## src/design/glb_consts.svh

```systemverilog
`ifndef GLB_CONSTS_SVH
`define GLB_CONSTS_SVH

// configuration address fields
`define GLB_TILE_SEL_WIDTH   4
`define GLB_REG_SEL_WIDTH    5
`define GLB_CFG_REG_LSB      2    // register index starts at byte address bit 2
`define GLB_CFG_TILE_LSB     7    // tile id sits above the register index
`define GLB_CFG_ADDR_WIDTH   12
`define GLB_CFG_DATA_WIDTH   32

// bank and stream
`define GLB_ADDR_WIDTH       12
`define GLB_NUM_WORDS_WIDTH  8
`define GLB_DATA_WIDTH       16

// store header queue
`define GLB_QUEUE_DEPTH      4

// register map, header q uses indices base+2q and base+2q+1
`define GLB_REG_TILE_CTRL    0
`define GLB_REG_DMA_CTRL     1
`define GLB_REG_HDR_BASE     2

`endif
```

## src/design/glb_dma_pkg.sv

```systemverilog
`include "glb_consts.svh"

package glb_dma_pkg;

    typedef logic [`GLB_ADDR_WIDTH-1:0]      glb_addr_t;   // bank word address
    typedef logic [`GLB_NUM_WORDS_WIDTH-1:0] num_words_t;  // words per header
    typedef logic [`GLB_DATA_WIDTH-1:0]      data_word_t;  // stream and bank word

    // one store header of the queue
    typedef struct packed {
        logic       valid;
        glb_addr_t  start_addr;
        num_words_t num_words;
    } dma_header_t;

    // store controller states
    typedef enum logic [2:0] {
        dma_idle,     // dma off
        dma_seek,     // waiting for the header at the queue pointer
        dma_stream,   // writing stream words
        dma_retire,   // clearing the header valid bit
        dma_halt      // queue done, waiting for dma off
    } dma_state_e;

    // the controller keeps its own copy of the queue pointer
    // alongside the state, see glb_store_dma_ctrl

endpackage

```

## src/design/glb_store_dma_ctrl.sv

```systemverilog
`include "glb_consts.svh"

module glb_store_dma_ctrl
    import glb_dma_pkg::*;
(
    input  logic        clk,
    input  logic        reset,
    input  logic        dma_on,
    input  logic        dma_auto_on,
    input  dma_header_t headers [`GLB_QUEUE_DEPTH],
    output logic [`GLB_QUEUE_DEPTH-1:0] invalidate,
    input  logic        stream_valid,
    output logic        load,
    output glb_addr_t   hdr_start,
    output num_words_t  hdr_count,
    output logic        step,
    input  logic        last
);

    localparam int ptr_width = $clog2(`GLB_QUEUE_DEPTH);
    localparam logic [ptr_width-1:0] last_ptr = ptr_width'(`GLB_QUEUE_DEPTH - 1);

    dma_state_e           state;
    dma_state_e           state_nxt;
    logic [ptr_width-1:0] ptr;       // queue pointer
    logic [ptr_width-1:0] ptr_nxt;
    dma_header_t          cur_hdr;

    assign cur_hdr = headers[ptr];

    always_ff @(posedge clk or posedge reset) begin
        if (reset) begin
            state <= dma_idle;
            ptr   <= '0;
        end else begin
            state <= state_nxt;
            ptr   <= ptr_nxt;
        end
    end

    always_comb begin
        state_nxt = state;
        ptr_nxt   = ptr;
        case (state)
            dma_idle: begin
                if (dma_on) state_nxt = dma_seek;
            end
            dma_seek: begin
                if (!dma_on) begin
                    state_nxt = dma_idle;   // only stops between headers
                    ptr_nxt   = '0;
                end else if (cur_hdr.valid) begin
                    // empty header is retired without writing
                    state_nxt = (cur_hdr.num_words == '0) ? dma_retire : dma_stream;
                end
            end
            dma_stream: begin
                if (stream_valid && last) state_nxt = dma_retire;
            end
            dma_retire: begin
                if (!cur_hdr.valid) begin
                    if (ptr != last_ptr) begin
                        ptr_nxt   = ptr + 1'b1;
                        state_nxt = dma_seek;
                    end else if (dma_auto_on) begin
                        ptr_nxt   = '0;   // wrap for repeat
                        state_nxt = dma_seek;
                    end else begin
                        state_nxt = dma_halt;
                    end
                end
            end
            dma_halt: begin
                if (!dma_on) begin
                    state_nxt = dma_idle;
                    ptr_nxt   = '0;
                end
            end
            default: state_nxt = dma_idle;
        endcase
    end

    // held until the register block shows valid low
    always_comb begin
        invalidate = '0;
        if (state == dma_retire) invalidate[ptr] = 1'b1;
    end

    assign load = (state == dma_seek) && dma_on && cur_hdr.valid && (cur_hdr.num_words != '0);
    assign hdr_start = cur_hdr.start_addr;
    assign hdr_count = cur_hdr.num_words;
    assign step      = (state == dma_stream) && stream_valid;   // words outside stream dropped

endmodule

```

## config.mk

```make
export PLATFORM = sky130hd
export DESIGN_NAME = glb_store_dma_ctrl
export DESIGN_NICKNAME = d
export VERILOG_FILES = /design/src/design/glb_dma_pkg.sv /design/src/design/glb_store_dma_ctrl.sv
export VERILOG_INCLUDE_DIRS = /design/src /design/src/design
export SDC_FILE = /design/constraint.sdc
export NUM_CORES = 1
export LEC_CHECK = 0
export ABC_AREA = 1
export BUFFER_PORTS_ARGS = -buffer_cell sky130_fd_sc_hd__clkbuf_2
export CAP_MARGIN = 10
export CORE_AREA = 2 2 68 51
export DETAILED_ROUTE_END_ITERATION = 7
export DIE_AREA = 0 0 70 53
export HOLD_SLACK_MARGIN = 0.1
export PLACE_DENSITY = 0.84
export SYNTH_ARGS = -nofsm -noshare
export SYNTH_HDL_FRONTEND = slang
export SYNTH_SLANG_ARGS = --single-unit
```

## constraint.sdc

```tcl
create_clock -name clk -period 3.5 [get_ports clk]
set_input_delay 0.7 -clock clk [delete_from_list [all_inputs] [get_ports clk]]
set_output_delay 0.7 -clock clk [all_outputs]
set_load 0.05 [all_outputs]
```

==> results.cfg <==
[die]
start_util_pct = 37.7
die_x_um = 70
io_pins = 116
die_h_um = 53
die_area_um2 = 3710
rows = 17
coreArea_um2 = 3020

[grt]
grt_pass1_wl_um = 6550
grt_usage_pct = 21.6
grt_pass1_vias = 1621
antenna_found_initial = 0
grt_overflow = 0
grt_start_max_net_pins = 46

[finish]
syn_to_final_growth_pct = 52.9
nets = 425
diodes = 0
layout-drive-gt1-share_pct = 39.4

[drt]
drt-pass1-iter-count = 4
via_per_inst = 4.72
wire_per_inst_um = 10.3
drt_iter0_markers = 54
vias = 1738
ant_nets = 0
remaining_drc_errors = 0
wirelength_um = 3800

[sta]
hold-worst-slack_ps = 357
slew_headroom_pct = 58.3
finalHoldViolCount = 0
finalMaxSlewViolations = 0
tightest_slew_ps = 625
worst_clock_skew_ps = 4.42
period_needed_ps = 2690
rsz0062_at_grt = false
finalSetupTns_ps = 0
period_share_pct = 76.9
setup_viol = 0
fmax_mhz = 371

[setup_path]
crit_chain = inv_6, nand2_1, nand3_1, nand2_1, nand2_1, nor2_1, nand2_1, nand2_1, nor2_1, clkbuf_2
worst_path_largest_cell_delay_ps = 670
ff2ff_path_depth = 9
critPathSlowestCell = dfrtp_1
crit_cells = 10
worst-path-max-fanout = 45
cpMostUsedCell = nand2_1
cp-end-kind = output port
crit_start = ptr[0]
crit_required_ps = 2800
r2r_end = ptr[1]
crit_buf_inv = 2
timing.rr.start = ptr[0]
criticalPathCategory = flip-flop to output port
startpoint_type = flip-flop
cp_data_arrival_time_ps = 1990
cp-endpoint = load
r2r_setup_slack_ps = 1470
path_delay_family = flip-flops

[logic_synthesis]
ys_seq_area_share_pct = 11.0
synthArstFlopShare_pct = 100
synth_warnings = 0
synth-edff-count = 0
synthesis.nets = 315
yosysUniqueCellTypes = 24
synth.most_common_cell = nand2_1
synth.largest_area_cell = nand2_1
yosys-top-cells-area = nand2_1 21%, nor2_1 12%, dfrtp_1 11%
synthTopCellsByCount = 63 x nand2_1, 37 x nor2_1, 24 x o21ai_0, 22 x inv_1, 21 x nand3_1
synthesis.area_um2 = 1140
synth_flop_cell = dfrtp_1
ys_seq_elements = 5
syn_area_per_cell_um2 = 5.16
synth_cells = 221
synth_top_area_share_pct = 20.7

[min_path]
min_path_type = primary input to asynchronous set/reset pin

[clock_tree]
cts_setup_buffers = 0
cts_tree = built
cts-buffers-inserted = 3
htree_levels = 1
cts_root_buf = clkbuf_8
cts_hold_buf = 0
clock_latency_ps = 220
cts_sinks = 5
cts_resized = 0
clockBufferDepth = 2
clk_pin_slew_worst_paths_ps = 40

[placed_design]
hpwl_um = 3070
io_buffers = 115
gp_congestion = 0.946

[power]
p_leak_nw = 1.07
irDropWorstVdd_mv = 0.637
cellPowerDensity_nw_per_um2 = 976

[run]
cap_violations = 0

[status]
status = completed
cells in the final DEF (no fill, tap or decap):
cell type / netlist / routed
inv_1: 22 / 22
clkbuf_2: 0 / 115
inv_6: 1 / 1
o22ai_1: 12 / 12
a31oi_1: 2 / 2
clkbuf_8: 0 / 3
o21ai_1: 3 / 3
a21oi_1: 3 / 3
dfrtp_1: 5 / 5
nand3_2: 1 / 1
clkbuf_1: 3 / 1
nand4_1: 1 / 1
or2_2: 1 / 1
nand2_1: 63 / 63
buf_4: 1 / 3
inv_2: 1 / 1
nor2_1: 37 / 37
nand3_1: 21 / 21
o21ai_0: 24 / 24
nor2_2: 1 / 1
ha_1: 4 / 4
nand2_2: 4 / 4
nor3_1: 2 / 2
final cells by class:
type | count | area, um^2
fill | 300 | 1280
multi-input combinational | 179 | 832
timing repair buffer | 118 | 598
sequential | 5 | 125
inverter | 24 | 95.1
tap | 38 | 47.5
clock buffer | 4 | 45.0
worst min path at each step:
| stage | startpoint | end | slack, ps | cells past startpoint |
|---|---|---|---|---|
| 5_1_grt | reset | state[2] | 370 | 2 |
| 2_1_floorplan | reset | ptr[0] | 480 | 1 |
| 6_report | reset | state[2] | 360 | 2 |
| 3_5_place_dp | state[0] | state[0] | 570 | 2 |
| 4_1_cts | reset | state[2] | 360 | 2 |
| 3_3_place_gp | state[0] | state[0] | 550 | 2 |
state kept, by name, indices dropped and copies added (netlist names):
register,cells
state,3
ptr,2
layer usage:
metal,part of all wire (%),GRT usage [%],vias to the layer above,wire [um]
met5,0,0,-,0
met4,0.79,6.09,0,30
met3,11,5.14,4,409
met2,45,38.6,87,1710
met1,44,26.4,715,1660
li1,-,-,932,-
metrics by stage:
step | total power, mW | cell area (um^2) | cells | setup WS (ps) | utilization, %
floorplan | 1.34 | 1140 | 221 | 982 | -
global placement | 1.58 | 1700 | 364 | 1060 | 56.2
detailed placement | 1.60 | 1700 | 364 | 1030 | 56.2
CTS | 1.71 | 1740 | 368 | 792 | 57.7
global route | 1.87 | 1740 | 368 | 561 | 57.7
finish | 1.70 | 1740 | 368 | 807 | 57.7
cells by family (layout without fill, tap and decap cells):
family	after synthesis	after routing	synth area share, %
flops	5	5	11.0
fa+ha+maj	4	4	4.39
simple gates	131	131	47.8
buf+inv	37	146	16.0
compound gates	44	44	20.9
report_power, final:
group          leakage (nW)  total (mW)  internal [mW]  switching (mW)
clock                0.0228       0.107         0.0782          0.0286
sequential           0.0627       0.131         0.0822          0.0488
combinational         0.981        1.46          0.373            1.09
total                  1.07        1.70          0.533            1.17
Power figures use the tool's default switching activity.
