### src/design/glb_consts.svh
`ifndef GLB_CONSTS_SVH
`define GLB_CONSTS_SVH

// configuration address fields
`define GLB_TILE_SEL_WIDTH   4
`define GLB_REG_SEL_WIDTH    5
`define GLB_CFG_REG_LSB      2    // register index starts at byte address bit 2
`define GLB_CFG_TILE_LSB     7    // tile id sits above the register index
`define GLB_CFG_ADDR_WIDTH   12
`define GLB_CFG_DATA_WIDTH   32

// bank and stream
`define GLB_ADDR_WIDTH       12
`define GLB_NUM_WORDS_WIDTH  8
`define GLB_DATA_WIDTH       16

// store header queue
`define GLB_QUEUE_DEPTH      4

// register map, header q uses indices base+2q and base+2q+1
`define GLB_REG_TILE_CTRL    0
`define GLB_REG_DMA_CTRL     1
`define GLB_REG_HDR_BASE     2

`endif
### src/design/glb_dma_pkg.sv
`include "glb_consts.svh"

package glb_dma_pkg;

    typedef logic [`GLB_ADDR_WIDTH-1:0]      glb_addr_t;   // bank word address
    typedef logic [`GLB_NUM_WORDS_WIDTH-1:0] num_words_t;  // words per header
    typedef logic [`GLB_DATA_WIDTH-1:0]      data_word_t;  // stream and bank word

    // one store header of the queue
    typedef struct packed {
        logic       valid;
        glb_addr_t  start_addr;
        num_words_t num_words;
    } dma_header_t;

    // store controller states
    typedef enum logic [2:0] {
        dma_idle,     // dma off
        dma_seek,     // waiting for the header at the queue pointer
        dma_stream,   // writing stream words
        dma_retire,   // clearing the header valid bit
        dma_halt      // queue done, waiting for dma off
    } dma_state_e;

    // the controller keeps its own copy of the queue pointer
    // alongside the state, see glb_store_dma_ctrl

endpackage

### src/design/glb_store_addr_gen.sv
module glb_store_addr_gen
    import glb_dma_pkg::*;
(
    input  logic       clk,
    input  logic       reset,
    input  logic       load,
    input  glb_addr_t  start_addr,
    input  num_words_t count,
    input  logic       step,
    output glb_addr_t  addr,
    output logic       last
);

    num_words_t remaining;   // words left in the active header

    always_ff @(posedge clk or posedge reset) begin
        if (reset) begin
            addr <= '0;
        end else if (load) begin
            addr <= start_addr;
        end else if (step) begin
            addr <= addr + 1'b1;   // wraps at the top of the bank
        end
    end

    always_ff @(posedge clk or posedge reset) begin
        if (reset) begin
            remaining <= '0;
        end else if (load) begin
            remaining <= count;
        end else if (step && (remaining != '0)) begin
            remaining <= remaining - 1'b1;
        end
    end

    // the controller leaves stream on the step that sees last
    assign last = (remaining == num_words_t'(1));

endmodule

### config.mk
export PLATFORM = sky130hd
export DESIGN_NAME = glb_store_addr_gen
export DESIGN_NICKNAME = d
export VERILOG_FILES = /design/src/design/glb_dma_pkg.sv /design/src/design/glb_store_addr_gen.sv
export VERILOG_INCLUDE_DIRS = /design/src /design/src/design
export SDC_FILE = /design/constraint.sdc
export NUM_CORES = 1
export LEC_CHECK = 0
export ABC_AREA = 1
export BUFFER_PORTS_ARGS = -buffer_cell sky130_fd_sc_hd__buf_4
export CORE_MARGIN = 2
export CORE_UTILIZATION = 50
export CTS_CLUSTER_DIAMETER = 200
export DETAILED_ROUTE_END_ITERATION = 12
export PLACE_DENSITY = 0.77
export SLEW_MARGIN = 20
export SYNTH_ARGS = -nofsm -noshare
export SYNTH_HDL_FRONTEND = slang
export SYNTH_SLANG_ARGS = --single-unit
### constraint.sdc
create_clock -name clk -period 1.75 [get_ports clk]
set_input_delay 0.2625 -clock clk [delete_from_list [all_inputs] [get_ports clk]]
set_output_delay 0.2625 -clock clk [all_outputs]
set_load 0.05 [all_outputs]
==> flow_metrics.env, run 1 <==
export IMPL_status="finished clean"
export IMPL_via_per_inst=5.398
export IMPL_switching_power_w=0.0005763
export IMPL_drtIter0Drc=40
export IMPL_synth_flop_cell="dfrtp_1"
export IMPL_fin_area_sq_um=1719
export IMPL_synth_largest_area_cell="dfrtp_1"
export IMPL_grt_max_degree=21
export IMPL_die_y_um=56.35
export IMPL_post_place_cells=249
export IMPL_skew_ps=7.293
export IMPL_track_usage_pct=22.67
export IMPL_insertion_delay_ps=310
export IMPL_gr_total_overflow=0
export IMPL_grt_first_pass_wirelength_um=5782
export IMPL_power_density_nw_per_um2=826.0
export IMPL_arrival_ps=1390
export IMPL_end_kind="output port"
export IMPL_fin_crit_ps=1653
export IMPL_synth_edf_count=0
export IMPL_syn_to_final_growth_pct=25.48
export IMPL_postCtsSetupRepairBufs=0
export IMPL_dr_pass1_iters=4
export IMPL_grt_setup_unrepaired="false"
export IMPL_required_ps=1490
export IMPL_yosysMostFrequentCell="nand2_1"
export IMPL_maxSlewViolCount=0
export IMPL_fin_crit_sh_pct=94.47
export IMPL_max_stage_delay_ps=500
export IMPL_ir_drop_mv=0.5891
export IMPL_synth_warnings=0
export IMPL_critical_path_slowest_cell="dfrtp_1"
export IMPL_routabilityCongestion=0.9120
export IMPL_r2r_slack_ps=350
export IMPL_postRouteAntennaNets=0
export IMPL_sw_frac_of_total_pct=40.58
export IMPL_synth_top_family_by_area="simple AND/OR/NAND/NOR gates"
export IMPL_hold_viol=0
export IMPL_start_util_pct=53.83
export IMPL_post_dp_cell_area_sq_um=1673
export IMPL_place_ws_ps=345.4
export IMPL_seqPwrFrac_pct=43.9
export IMPL_synth_ff_latch_count=20
export IMPL_max_freq_mhz=604.9
export IMPL_syn_num_nets=212
export IMPL_clockPowerShare_pct=20.0
export IMPL_stdcell_count=254
export IMPL_p_comb_share_pct=36.1
export IMPL_seqCellArea_sq_um=500.5
export IMPL_synthMuxAreaShare_pct=0.7306
export IMPL_synthCells=184
export IMPL_worst_r2r_cell_count=6
export IMPL_io_pins=37
export IMPL_relSlewSlack_pct=80.88
export IMPL_cp_cell_sequence="nor2_4 > nand3_1 > nor2_1 > buf_4"
export IMPL_design_core_area_sq_um=2545
export IMPL_synth_compound_area_share_pct=12.15
export IMPL_rr_endpoint="addr[8]$_DFFE_PP0P_"
export IMPL_clk_pin_slew_ps=130
export IMPL_tns_ps=0
export IMPL_synthArstFlopShare_pct=100.0
export IMPL_rr_startpoint="addr[0]$_DFFE_PP0P_"
export IMPL_power_leakage_nw=0.8659
export IMPL_syn_avg_cell_area_sq_um=7.446
export IMPL_worst_hold_slack_ps=162.5
export IMPL_yosys_top_cells_count="55 x nand2_1, 20 x dfrtp_1, 19 x inv_1"
export IMPL_routedWlPerCell_um=13.23
export IMPL_synthAdderAreaFrac_pct=3.653
export IMPL_dieArea_sq_um=3175
export IMPL_cts_root_buffer="clkbuf_4"
export IMPL_drc_errors=0
export IMPL_layout_drive_gt1_share_pct=23.66
export IMPL_antenna_cells=0
export IMPL_vias=1371
export IMPL_crit_end="last"
export IMPL_startpoint_type="flop"
export IMPL_synthDistinctLibCells=25
export IMPL_worstHoldPathType="input port to flop"
export IMPL_maxCapViolCount=0
export IMPL_htree_num_levels=1
export IMPL_grt_pass1_vias=1302
export IMPL_routed_wl_um=3361
export IMPL_fillers=227
export IMPL_worstPathMaxFanout=6
export IMPL_clock_sinks=20
export IMPL_layout_setup_ws_ps=96.79
export IMPL_startpoint="remaining[2]$_DFFE_PP0P_"
export IMPL_antenna_found_initial=0
export IMPL_cts_tree="done"
export IMPL_cts_buffer_depth=2
export IMPL_cts_made_buffers=3
export IMPL_yosysSeqAreaShare_pct=36.53
export IMPL_synth_simple_gate_area_share_pct=35.25
export IMPL_crit_type="flop to output port"
export IMPL_num_rows=18
export IMPL_synth_area_leaders="dfrtp_1 37%, nand2_1 15%, nand3_1 6.2%, inv_1 5.2%, a22oi_1 4.9%"
export IMPL_worst_pin_slew_ps=286.9
export IMPL_die_width_um=56.35
export IMPL_synth_xor_area_share_pct=4.475
export IMPL_power_internal_w=0.0008438
export IMPL_multi_input_area_sq_um=770.7
export IMPL_layout_nets=253
export IMPL_dp_hpwl_um=2436
export IMPL_synth_top_cell_area_share_pct=36.53
export IMPL_portBuffers=36
export IMPL_finalSetupViolCount=0
export IMPL_synth_area_sq_um=1370
## how the worst min path moves through the flow
stage | startpoint | cells after the start | to
6_report | start_addr[1] | 3 | addr[1]$_DFFE_PP0P_
5_1_grt | start_addr[1] | 3 | addr[1]$_DFFE_PP0P_
4_1_cts | start_addr[1] | 3 | addr[1]$_DFFE_PP0P_
3_5_place_dp | reset | 2 | remaining[5]$_DFFE_PP0P_
3_3_place_gp | reset | 2 | remaining[5]$_DFFE_PP0P_
2_1_floorplan | reset | 1 | addr[0]$_DFFE_PP0P_
## per-layer routing
| layer | up-vias | global-route usage (%) | routed length [um] |
|---|---|---|---|
| li1 | 679 | - | - |
| met1 | 645 | 31.01 | 1552 |
| met2 | 40 | 36.97 | 1592 |
| met3 | 7 | 3.226 | 160 |
| met4 | 0 | 7.143 | 55 |
| met5 | - | 0 | 0 |
## per-stage QoR
stage               power (W)  utilization [%]
finish               0.001420            67.55
global placement     0.001124            65.73
global route         0.001506            67.55
CTS                  0.001419            67.55
floorplan           0.0009758                -
detailed placement   0.001137            65.73
## final cells by class
cell class	count	area share (%)
sequential	20	29.11
clock buffer	4	2.111
tap	30	2.183
timing repair buffer	40	17.61
multi-input combinational	141	44.83
inverter	19	4.148
## critical path: cells and delay by family, from the launching register on
family	cells	cell delay [ps]
flops	1	500
simple gates	3	390
buf+inv	1	200
## layout by cell type (no fill, tap or decap), types with 3 or more instances in the layout
cell type,netlist,final
clkbuf_4,0,3
buf_4,3,39
dfrtp_1,20,20
nor2_2,3,3
o21ai_0,9,9
nor2_4,4,4
nand2_1,55,55
ha_1,4,4
nand3_1,17,17
a22oi_1,9,9
nand4_1,3,3
inv_1,19,19
xor2_1,5,5
nor2_1,17,17
## power groups by stage
stage	Sequential, W	Combinational (W)	Clock (W)
after floorplan	0.000718	0.000258	0
after global placement	0.000625	0.000499	0
after detailed placement	0.000629	0.000508	0
after CTS	0.000620	0.000514	0.000284
after global routing	0.000634	0.000569	0.000303
final	0.000623	0.000513	0.000284
## timing repair
| action | in CTS | in global routing |
|---|---|---|
| hold buffers | 1 | 0 |
| hold endpoints to repair | 5 | 0 |
| gates resized for setup | 0 | 0 |
## flip-flops by register name (all words and copies together), names as in the netlist
signal,flops
addr,12
remaining,8
## kinds of logic after synthesis
| family | after synthesis |
|---|---|
| simple gates | 104 |
| flops | 20 |
| compound gates | 25 |
| xor+xnor | 7 |
| fa+ha+maj | 4 |
| buf+inv | 23 |
| mux | 1 |
Note: power is estimated with default switching activity, not from simulation.
==> run 2: changes to the inputs <==
--- a/config.mk
+++ b/config.mk
@@ -8,6 +8,7 @@
 export LEC_CHECK = 0
 export ABC_AREA = 1
 export BUFFER_PORTS_ARGS = -buffer_cell sky130_fd_sc_hd__buf_4
+export CORE_ASPECT_RATIO = 2
 export CORE_MARGIN = 2
 export CORE_UTILIZATION = 50
 export CTS_CLUSTER_DIAMETER = 200
==> run 2 against run 1 <==
Compared with the run above:
- clock-buffer cell count did not move
- largest power group unchanged
- power rose by 5.6%
- critical path depth did not move
- critical path type unchanged
==> flow_metrics.env, run 2 (synthesis gave the netlist of run 1 again) <==
export IMPL_final_common_cell="nand2_1"
export IMPL_cts_hold_buf=0
export IMPL_via_per_inst=5.472
export IMPL_cts_tree="done"
export IMPL_startpoint="remaining[2]$_DFFE_PP0P_"
export IMPL_start_util_pct=53.31
export IMPL_die_y_um=78.03
export IMPL_worstPathMaxFanout=6
export IMPL_num_rows=26
export IMPL_end_kind="output port"
export IMPL_worst_hold_slack_ps=27.03
export IMPL_htree_num_levels=1
export IMPL_grt_max_degree=21
export IMPL_fin_crit_ps=1593
export IMPL_maxCapViolCount=0
export IMPL_insertion_delay_ps=260
export IMPL_dp_hpwl_um=2767
export IMPL_largest_reg_flops=12
export IMPL_layout_drive_gt1_share_pct=24.11
export IMPL_reg_largest_list="addr: 12 flops, remaining: 8 flops"
export IMPL_crit_type="flop to output port"
export IMPL_design_core_area_sq_um=2570
export IMPL_top_register="addr"
export IMPL_status="finished clean"
export IMPL_portBuffers=36
export IMPL_maxSlewViolCount=0
export IMPL_antenna_cells=0
export IMPL_stdcell_count=252
export IMPL_skew_ps=1.833
export IMPL_r2r_slack_ps=340
export IMPL_post_place_cells=248
export IMPL_grt_first_pass_wirelength_um=5809
export IMPL_arrival_ps=1330
export IMPL_power_leakage_nw=0.8743
export IMPL_antenna_found_initial=0
export IMPL_routabilityCongestion=0.7836
export IMPL_cts_root_buffer="clkbuf_8"
export IMPL_dieArea_sq_um=3200
export IMPL_dr_pass1_iters=4
export IMPL_startpoint_type="flop"
export IMPL_drtIter0Drc=42
export IMPL_multi_input_area_sq_um=770.7
export IMPL_postRouteAntennaNets=0
export IMPL_routedWlPerCell_um=14.08
export IMPL_seqCellArea_sq_um=500.5
export IMPL_cts_buffer_depth=2
export IMPL_vias=1379
export IMPL_die_width_um=41.02
export IMPL_grt_pass1_vias=1366
export IMPL_grt_setup_unrepaired="false"
export IMPL_cts_resized=0
export IMPL_track_usage_pct=25.29
export IMPL_max_freq_mhz=627.8
export IMPL_power_density_nw_per_um2=865.4
export IMPL_final_cell_mix="55 x nand2_1, 40 x buf_4, 20 x dfrtp_1"
export IMPL_gr_total_overflow=0
export IMPL_tns_ps=0
export IMPL_io_pins=37
export IMPL_worstHoldPathType="input port to async pin"
export IMPL_cts_made_buffers=3
export IMPL_clk_pin_slew_ps=80
export IMPL_ir_drop_mv=0.6472
export IMPL_postCtsSetupRepairBufs=0
export IMPL_drc_errors=0
export IMPL_syn_to_final_growth_pct=26.48
export IMPL_worst_pin_slew_ps=287.1
export IMPL_p_total_w=0.001500
export IMPL_routed_wl_um=3549
export IMPL_fillers=223
export IMPL_finalSetupViolCount=0
export IMPL_rr_startpoint="remaining[0]$_DFFE_PP0P_"
export IMPL_clock_sinks=20
export IMPL_layout_nets=253
export IMPL_hold_viol=0
export IMPL_relSlewSlack_pct=80.86
export IMPL_required_ps=1490
export IMPL_fin_crit_sh_pct=91.02
-- run 2: final timing paths --
path | to | cells after the start
worst max-delay path | last | 4
worst min-delay path | addr[7]$_DFFE_PP0P_ | 3
worst max register to register | remaining[4]$_DFFE_PP0P_ | 7
worst min register to register | remaining[1]$_DFFE_PP0P_ | 2
max in group asynchronous | remaining[6]$_DFFE_PP0P_ | 3
min in group clk | addr[1]$_DFFE_PP0P_ | 3
-- run 2: layout make-up --
type                    instances  area share [%]
flip-flops and latches         20           28.88
repair buffers                 40           17.33
well taps                      28           2.022
inverters                      19           4.116
clock buffers                   4           3.177
multi-input cells             141           44.48
-- run 2: power by group --
group | switching (W) | internal (W) | leakage, nW | total [W]
combinational | 0.000328 | 0.000192 | 0.604 | 0.000521
clock | 0.000154 | 0.000200 | 0.0288 | 0.000355
sequential | 0.0000992 | 0.000525 | 0.241 | 0.000625
-- run 2: routing by layer --
| layer | up-vias | routed length [um] | global-route usage, % |
|---|---|---|---|
| met3 | 6 | 163 | 2.260 |
| met5 | - | 0 | 0 |
| li1 | 683 | - | - |
| met2 | 48 | 2129 | 47.50 |
| met1 | 642 | 1199 | 25.00 |
| met4 | 0 | 57 | 9.333 |
-- run 2: critical path, stage by stage, from the launching register on --
cell     delay, ps
dfrtp_1        480
nor2_4         190
nand3_1        110
nor2_1          90
buf_4          200
-- run 2: per-stage QoR --
step                util (%)  area, sq um  setup WS (ps)
CTS                    67.43         1733          166.1
detailed placement     65.29         1678          351.6
global placement       65.29         1678          408.3
global route           67.43         1733          106.5
finish                 67.43         1733          157.1
floorplan                  -         1370          158.6
