File: config.mk
export PLATFORM = sky130hd
export DESIGN_NAME = glb_tile_cfg
export DESIGN_NICKNAME = d
export VERILOG_FILES = /design/src/design/glb_dma_pkg.sv /design/src/design/glb_cfg_pkg.sv /design/src/design/glb_tile_cfg.sv
export VERILOG_INCLUDE_DIRS = /design/src /design/src/design
export SDC_FILE = /design/constraint.sdc
export NUM_CORES = 1
export LEC_CHECK = 0
export ABC_AREA = 0
export BUFFER_PORTS_ARGS = -buffer_cell sky130_fd_sc_hd__buf_2
export CAP_MARGIN = 10
export CORE_MARGIN = 1
export CORE_UTILIZATION = 44
export DETAILED_ROUTE_END_ITERATION = 10
export MAX_ROUTING_LAYER = met4
export PLACE_DENSITY = 0.74
export SYNTH_ARGS = -nofsm -noshare
export SYNTH_HDL_FRONTEND = slang
export SYNTH_SLANG_ARGS = --single-unit
File: constraint.sdc
create_clock -name clk -period 7.75 [get_ports clk]
set_clock_uncertainty 0.1 [all_clocks]
set_input_delay 0.775 -clock clk [delete_from_list [all_inputs] [get_ports clk]]
set_output_delay 0.775 -clock clk [all_outputs]
set_load 0.02 [all_outputs]
File: src/design/glb_consts.svh
`ifndef GLB_CONSTS_SVH
`define GLB_CONSTS_SVH

// configuration address fields
`define GLB_TILE_SEL_WIDTH   4
`define GLB_REG_SEL_WIDTH    5
`define GLB_CFG_REG_LSB      2    // register index starts at byte address bit 2
`define GLB_CFG_TILE_LSB     7    // tile id sits above the register index
`define GLB_CFG_ADDR_WIDTH   12
`define GLB_CFG_DATA_WIDTH   32

// bank and stream
`define GLB_ADDR_WIDTH       12
`define GLB_NUM_WORDS_WIDTH  8
`define GLB_DATA_WIDTH       16

// store header queue
`define GLB_QUEUE_DEPTH      4

// register map, header q uses indices base+2q and base+2q+1
`define GLB_REG_TILE_CTRL    0
`define GLB_REG_DMA_CTRL     1
`define GLB_REG_HDR_BASE     2

`endif
File: src/design/glb_dma_pkg.sv
`include "glb_consts.svh"

package glb_dma_pkg;

    typedef logic [`GLB_ADDR_WIDTH-1:0]      glb_addr_t;   // bank word address
    typedef logic [`GLB_NUM_WORDS_WIDTH-1:0] num_words_t;  // words per header
    typedef logic [`GLB_DATA_WIDTH-1:0]      data_word_t;  // stream and bank word

    // one store header of the queue
    typedef struct packed {
        logic       valid;
        glb_addr_t  start_addr;
        num_words_t num_words;
    } dma_header_t;

    // store controller states
    typedef enum logic [2:0] {
        dma_idle,     // dma off
        dma_seek,     // waiting for the header at the queue pointer
        dma_stream,   // writing stream words
        dma_retire,   // clearing the header valid bit
        dma_halt      // queue done, waiting for dma off
    } dma_state_e;

    // the controller keeps its own copy of the queue pointer
    // alongside the state, see glb_store_dma_ctrl

endpackage

File: src/design/glb_cfg_pkg.sv
`include "glb_consts.svh"

package glb_cfg_pkg;

    typedef logic [`GLB_TILE_SEL_WIDTH-1:0] tile_id_t;   // tile field of a cfg address
    typedef logic [`GLB_REG_SEL_WIDTH-1:0]  reg_sel_t;   // register field of a cfg address
    typedef logic [`GLB_CFG_ADDR_WIDTH-1:0] cfg_addr_t;
    typedef logic [`GLB_CFG_DATA_WIDTH-1:0] cfg_data_t;

    // write side of a configuration port
    typedef struct packed {
        logic      wr_en;
        cfg_addr_t wr_addr;
        cfg_data_t wr_data;
    } cfg_wr_req_t;

    // read request, travels toward the owning tile
    typedef struct packed {
        logic      rd_en;
        cfg_addr_t rd_addr;
    } cfg_rd_req_t;

    // read response, travels back toward the west edge
    typedef struct packed {
        logic      rd_data_valid;
        cfg_data_t rd_data;
    } cfg_rd_rsp_t;

endpackage

File: src/design/glb_tile_cfg.sv
`include "glb_consts.svh"

module glb_tile_cfg
    import glb_cfg_pkg::*, glb_dma_pkg::*;
(
    input  logic        clk,
    input  logic        reset,
    input  tile_id_t    tile_id,
    input  logic        wr_clk_en,
    input  logic        rd_clk_en,

    input  cfg_wr_req_t wst_wr,
    input  cfg_rd_req_t wst_rd,
    output cfg_rd_rsp_t wst_rsp,
    output cfg_wr_req_t est_wr,
    output cfg_rd_req_t est_rd,
    input  cfg_rd_rsp_t est_rsp,

    output tile_id_t    multi_tile_size,
    output logic        tile_is_start,
    output logic        tile_is_end,
    output logic        dma_on,
    output logic        dma_auto_on,
    output dma_header_t headers [`GLB_QUEUE_DEPTH],
    input  logic [`GLB_QUEUE_DEPTH-1:0] invalidate
);

    tile_id_t  wr_tile;
    reg_sel_t  wr_reg;
    tile_id_t  rd_tile;
    reg_sel_t  rd_reg;
    logic      wr_match;
    logic      rd_match;
    cfg_data_t rd_data_int;

    assign wr_tile = wst_wr.wr_addr[`GLB_CFG_TILE_LSB +: `GLB_TILE_SEL_WIDTH];
    assign wr_reg  = wst_wr.wr_addr[`GLB_CFG_REG_LSB +: `GLB_REG_SEL_WIDTH];
    assign rd_tile = wst_rd.rd_addr[`GLB_CFG_TILE_LSB +: `GLB_TILE_SEL_WIDTH];
    assign rd_reg  = wst_rd.rd_addr[`GLB_CFG_REG_LSB +: `GLB_REG_SEL_WIDTH];

    assign wr_match = wst_wr.wr_en && (wr_tile == tile_id);
    assign rd_match = wst_rd.rd_en && (rd_tile == tile_id);

    // register map writes
    always_ff @(posedge clk or posedge reset) begin
        if (reset) begin
            multi_tile_size <= '0;
            tile_is_start   <= 1'b0;
            tile_is_end     <= 1'b0;
            dma_on          <= 1'b0;
            dma_auto_on     <= 1'b0;
            for (int q = 0; q < `GLB_QUEUE_DEPTH; q++) begin
                headers[q] <= '0;
            end
        end else if (wr_clk_en) begin
            if (wr_match) begin
                if (wr_reg == reg_sel_t'(`GLB_REG_TILE_CTRL)) begin
                    {tile_is_end, tile_is_start, multi_tile_size} <=
                        wst_wr.wr_data[`GLB_TILE_SEL_WIDTH+1:0];
                end
                if (wr_reg == reg_sel_t'(`GLB_REG_DMA_CTRL)) begin
                    {dma_auto_on, dma_on} <= wst_wr.wr_data[1:0];
                end
                for (int q = 0; q < `GLB_QUEUE_DEPTH; q++) begin
                    if (wr_reg == reg_sel_t'(`GLB_REG_HDR_BASE + 2*q)) begin
                        headers[q].num_words <= wst_wr.wr_data[`GLB_NUM_WORDS_WIDTH-1:0];
                    end
                    if (wr_reg == reg_sel_t'(`GLB_REG_HDR_BASE + 2*q + 1)) begin
                        {headers[q].start_addr, headers[q].valid} <=
                            wst_wr.wr_data[`GLB_ADDR_WIDTH:0];
                    end
                end
            end else begin
                // a local write wins over retirement, the controller keeps asking
                for (int q = 0; q < `GLB_QUEUE_DEPTH; q++) begin
                    if (invalidate[q]) begin
                        headers[q].valid <= 1'b0;
                    end
                end
            end
        end
    end

    // readback mux, unused indices read as zero
    always_comb begin
        rd_data_int = '0;
        if (rd_match) begin
            if (rd_reg == reg_sel_t'(`GLB_REG_TILE_CTRL)) begin
                rd_data_int = cfg_data_t'({tile_is_end, tile_is_start, multi_tile_size});
            end
            if (rd_reg == reg_sel_t'(`GLB_REG_DMA_CTRL)) begin
                rd_data_int = cfg_data_t'({dma_auto_on, dma_on});
            end
            for (int q = 0; q < `GLB_QUEUE_DEPTH; q++) begin
                if (rd_reg == reg_sel_t'(`GLB_REG_HDR_BASE + 2*q)) begin
                    rd_data_int = cfg_data_t'(headers[q].num_words);
                end
                if (rd_reg == reg_sel_t'(`GLB_REG_HDR_BASE + 2*q + 1)) begin
                    rd_data_int = cfg_data_t'({headers[q].start_addr, headers[q].valid});
                end
            end
        end
    end

    // writes for other tiles go east one cycle later
    always_ff @(posedge clk or posedge reset) begin
        if (reset) begin
            est_wr <= '0;
        end else if (wr_clk_en) begin
            if (wst_wr.wr_en && !wr_match) begin
                est_wr <= wst_wr;
            end else begin
                est_wr <= '0;   // idle or consumed here
            end
        end
    end

    // reads for other tiles go east one cycle later
    always_ff @(posedge clk or posedge reset) begin
        if (reset) begin
            est_rd <= '0;
        end else if (rd_clk_en) begin
            if (wst_rd.rd_en && !rd_match) begin
                est_rd <= wst_rd;
            end else begin
                est_rd <= '0;
            end
        end
    end

    // west response, local data or the registered east response
    always_ff @(posedge clk or posedge reset) begin
        if (reset) begin
            wst_rsp <= '0;
        end else if (rd_clk_en) begin
            if (rd_match) begin
                wst_rsp.rd_data_valid <= 1'b1;
                wst_rsp.rd_data       <= rd_data_int;
            end else begin
                wst_rsp <= est_rsp;
            end
        end
    end

endmodule

==> flow_summary_export.csv <==
group,metric,value,unit
outcome,outcome,"complete, no violations",
global_route,grt_first_pass_wirelength,38780,microns
global_route,grt_max_degree,99,
logic_synthesis,syn-mean-instance-area,10.95,sq um
place,gpl.final_weighted_congestion,0.8199,
setup_path,worst_setup_path_end_kind,"flop",
logic_synthesis,postSynthRegisterBits,183,
place,place_worst_setup_slack,4.257,ns
global_route,grt.overflow.total,0,
logic_synthesis,yosys.area.top_type,"sky130_fd_sc_hd__dfrtp_1",
die,fp.dieH,138.1,microns
timing,setup_viol,0,
power_and_ir_drop,finalPower,2.236,mW
logic_synthesis,ys_top_cells_by_count,"sky130_fd_sc_hd__dfrtp_1 (183), sky130_fd_sc_hd__mux2_2 (93), sky130_fd_sc_hd__inv_1 (90)",
cts,cts_tree,"built",
route,num_vias,6613,
power_and_ir_drop,power_density,215.8,mW/mm^2
cts,clock_sinks,183,
cts,cts-resized-gates,0,
power_and_ir_drop,power.static_leakage,5.491,nW
logic_synthesis,synth_area_leaders,"sky130_fd_sc_hd__dfrtp_1 (56%), sky130_fd_sc_hd__mux2_2 (13%), sky130_fd_sc_hd__o21ai_0 (5.3%)",
route,drt.antenna.violating_nets,0,
logic_synthesis,syn-cell-area,0.008147,sq mm
setup_path,worst_ep_required_time,7.96,ns
layout,layout.cell_area.non_filler,0.01036,sq mm
logic_synthesis,async_flop_share,1.000,
layout,layout.nets,1112,
cts,insertion_delay,0.44,ns
cts,cts_h_tree_depth,4,
timing,final.period_utilization,0.3899,
flow_run,drv.max_cap_violation_count,0,
die,core_area,0.01802,sq mm
global_route,globalRouteMet1Util,0.3361,
timing,maxSlewHeadroom,0.2215,
layout,fillerInstances,1616,
logic_synthesis,yosys.cell_types.count,47,
place,placed_area,0.009743,sq mm
route,dr.pass1.iters,5,
power_and_ir_drop,peak_vdd_ir,0.0001665,V
global_route,grt_peak_use_layer,"met2",
global_route,first_global_vias,6780,
global_route,use_met2,0.4229,
hold_path,hold_path_class,"in -> async",
cts,tritoncts.num_buffers,17,
setup_path,worst_path_max_delay_cell,"sky130_fd_sc_hd__nor3_2",
setup_path,max_stage_delay,0.88,ns
logic_synthesis,synth-main-ff-cell,"sky130_fd_sc_hd__dfrtp_1",
setup_path,critical_path_buf_inv_count,2,
global_route,antenna_found_initial,3,
die,boundaryPins,286,
logic_synthesis,syn-instance-count,744,
setup_path,crit_path_start_kind,"primary input",
timing,finalWorstSetupSlack,4.729,ns
timing,rsz0062_at_grt,"false",
setup_path,cp_top_family,"simple AND/OR/NAND/NOR gates",
cts,clk_root_buf,"sky130_fd_sc_hd__clkbuf_16",
route,wirelength,24330,microns
setup_path,crit_path_cells,"buf_2, buf_4, nand2_1, or2_2, nor3_2, a31oi_1, mux2_2",
route,route.detailed.wl_per_inst,19.40,microns
logic_synthesis,post-synth-top-area-fraction,0.5621,
cts,clk_pin_slew_worst_paths,0.06,ns
die,rows,49,
die,start_util,0.4520,
logic_synthesis,synth.yosys.warnings,0,
place,numPortBuffers,285,
cts,hold_buffers,0,
route,drt_iter0_markers,449,
timing,finalCriticalPeriod,3.021,ns
logic_synthesis,synth.yosys.seq_area_share,0.5621,
logic_synthesis,postSynthNetCount,847,
timing,slew_viol_final,0,
route,drc,0,
layout,synthToLayoutAreaGrowth,27.17,%
place,dp_hpwl,17600,microns
logic_synthesis,synth.most_common_cell,"sky130_fd_sc_hd__dfrtp_1",
die,chipWidth,138.1,microns
setup_path,crit_type,"in -> reg",
setup_path,crit_arrival,3.23,ns
setup_path,worstPathMaxFanout,50,
die,die_area,0.01906,sq mm
timing,finalHoldViolCount,0,
timing,worstMarginPinSlew,1.161,ns
timing,fmax,0.3310,GHz
route,post_drt_via_cell_ratio,5.274,
cts,cts_post_setup_buffers_inserted,0,
layout,ratio_of_cells_with_drive_above_1_in_the_final_layout,0.4207,
logic_synthesis,edff_count_synth,0,
global_route,groute.layer.met3.usage,0.06928,
global_route,grtUsageTotal,0.2721,
timing,fin_tns_setup,0,ns
cts,ctsLongestPathBuffers,2,
[cells in the final DEF (no fill, tap or decap), drive strengths merged, types with 2 or more instances in the layout]
| master | netlist | layout |
|---|---|---|
| buf | 11 | 291 |
| dfrtp | 183 | 183 |
| mux2 | 93 | 93 |
| inv | 90 | 91 |
| o21ai | 87 | 87 |
| nand2 | 70 | 70 |
| nand3 | 29 | 29 |
| clkbuf | 34 | 22 |
| mux2i | 17 | 17 |
| o22ai | 13 | 13 |
| nor2 | 12 | 12 |
| a221oi | 11 | 11 |
| nand2b | 10 | 10 |
| o211ai | 7 | 7 |
| nor2b | 6 | 6 |
| a32oi | 6 | 6 |
| a21oi | 6 | 6 |
| a211oi | 6 | 6 |
| nor3 | 6 | 6 |
| o2bb2ai | 5 | 5 |
| nor4 | 5 | 5 |
| xnor2 | 4 | 4 |
| and2 | 4 | 4 |
| xor2 | 4 | 4 |
| clkinv | 0 | 4 |
| diode | 0 | 3 |
| mux4 | 3 | 3 |
| or2 | 3 | 3 |
| nand3b | 3 | 3 |
| bufinv | 0 | 3 |
| and3 | 2 | 2 |
| a31oi | 2 | 2 |
| clkinvlp | 0 | 2 |
[power breakdown]
group          switching, mW  internal [mW]
registers             0.0298           1.01
clock network          0.371          0.527
logic                  0.201         0.0989
[worst reg2reg max path: cells and delay by family, from the launching register on]
| family | cells | cell delay [ns] |
|---|---|---|
| mux | 1 | 0.46 |
| compound gates | 2 | 0.60 |
| simple gates | 1 | 0.18 |
| flops | 1 | 0.42 |
[final cells by class]
class	count	area (sq um)	share of cell area
flip-flops and latches	183	4579	0.4420
clock buffers	22	464.2	0.04481
repair buffers	291	1471	0.1420
well taps	229	286.5	0.02766
multi-input cells	426	3060	0.2954
inverters	90	345.3	0.03333
diodes	3	7.507	0.0007246
clock inverters	10	145.1	0.01401
[per-layer routing]
| layer | up-vias | routed length [microns] |
|---|---|---|
| met5 | - | 0 |
| met4 | 0 | 724 |
| met3 | 52 | 1658 |
| met2 | 255 | 11490 |
| met1 | 3218 | 10450 |
| li1 | 3088 | - |
[through the flow]
step                      instances  utilization  hold slack (ns)
final                          1254       0.5748           0.3581
after global routing           1254       0.5748           0.4219
after CTS                      1251       0.5743           0.3850
after detailed placement       1219       0.5405           0.3938
after global placement         1219       0.5405           0.3990
after floorplan                 744            -           0.5058
[registers in the layout, indices dropped and copies added, names as in the netlist]
register         cells
dma_on               1
tile_is_end          1
wst_rsp             33
multi_tile_size      4
dma_auto_on          1
est_wr              45
headers             84
tile_is_start        1
est_rd              13
[logic make-up after synthesis]
logic type | share of synthesized area
DFF | 0.5621
and+or+nand+nor | 0.09553
AOI/OAI and AO/OA | 0.1117
buffers and inverters | 0.06435
muxes | 0.1577
xor gates and xnor gates | 0.008600
[path summary, 6_finish.rpt]
path	slack, ns	endpoint	cells past startpoint	start
max in group asynchronous	5.62	headers[41]	3	reset
hold reg to reg	0.41	wst_rsp[6]	1	wst_rsp[6]
min in group clk	0.41	wst_rsp[6]	1	wst_rsp[6]
hold / removal	0.36	est_rd[0]	2	reset
setup reg to reg	5.83	wst_rsp[1]	4	headers[22]
setup / recovery	4.73	headers[62]	7	wr_clk_en
(Power assumes the default switching activity.)
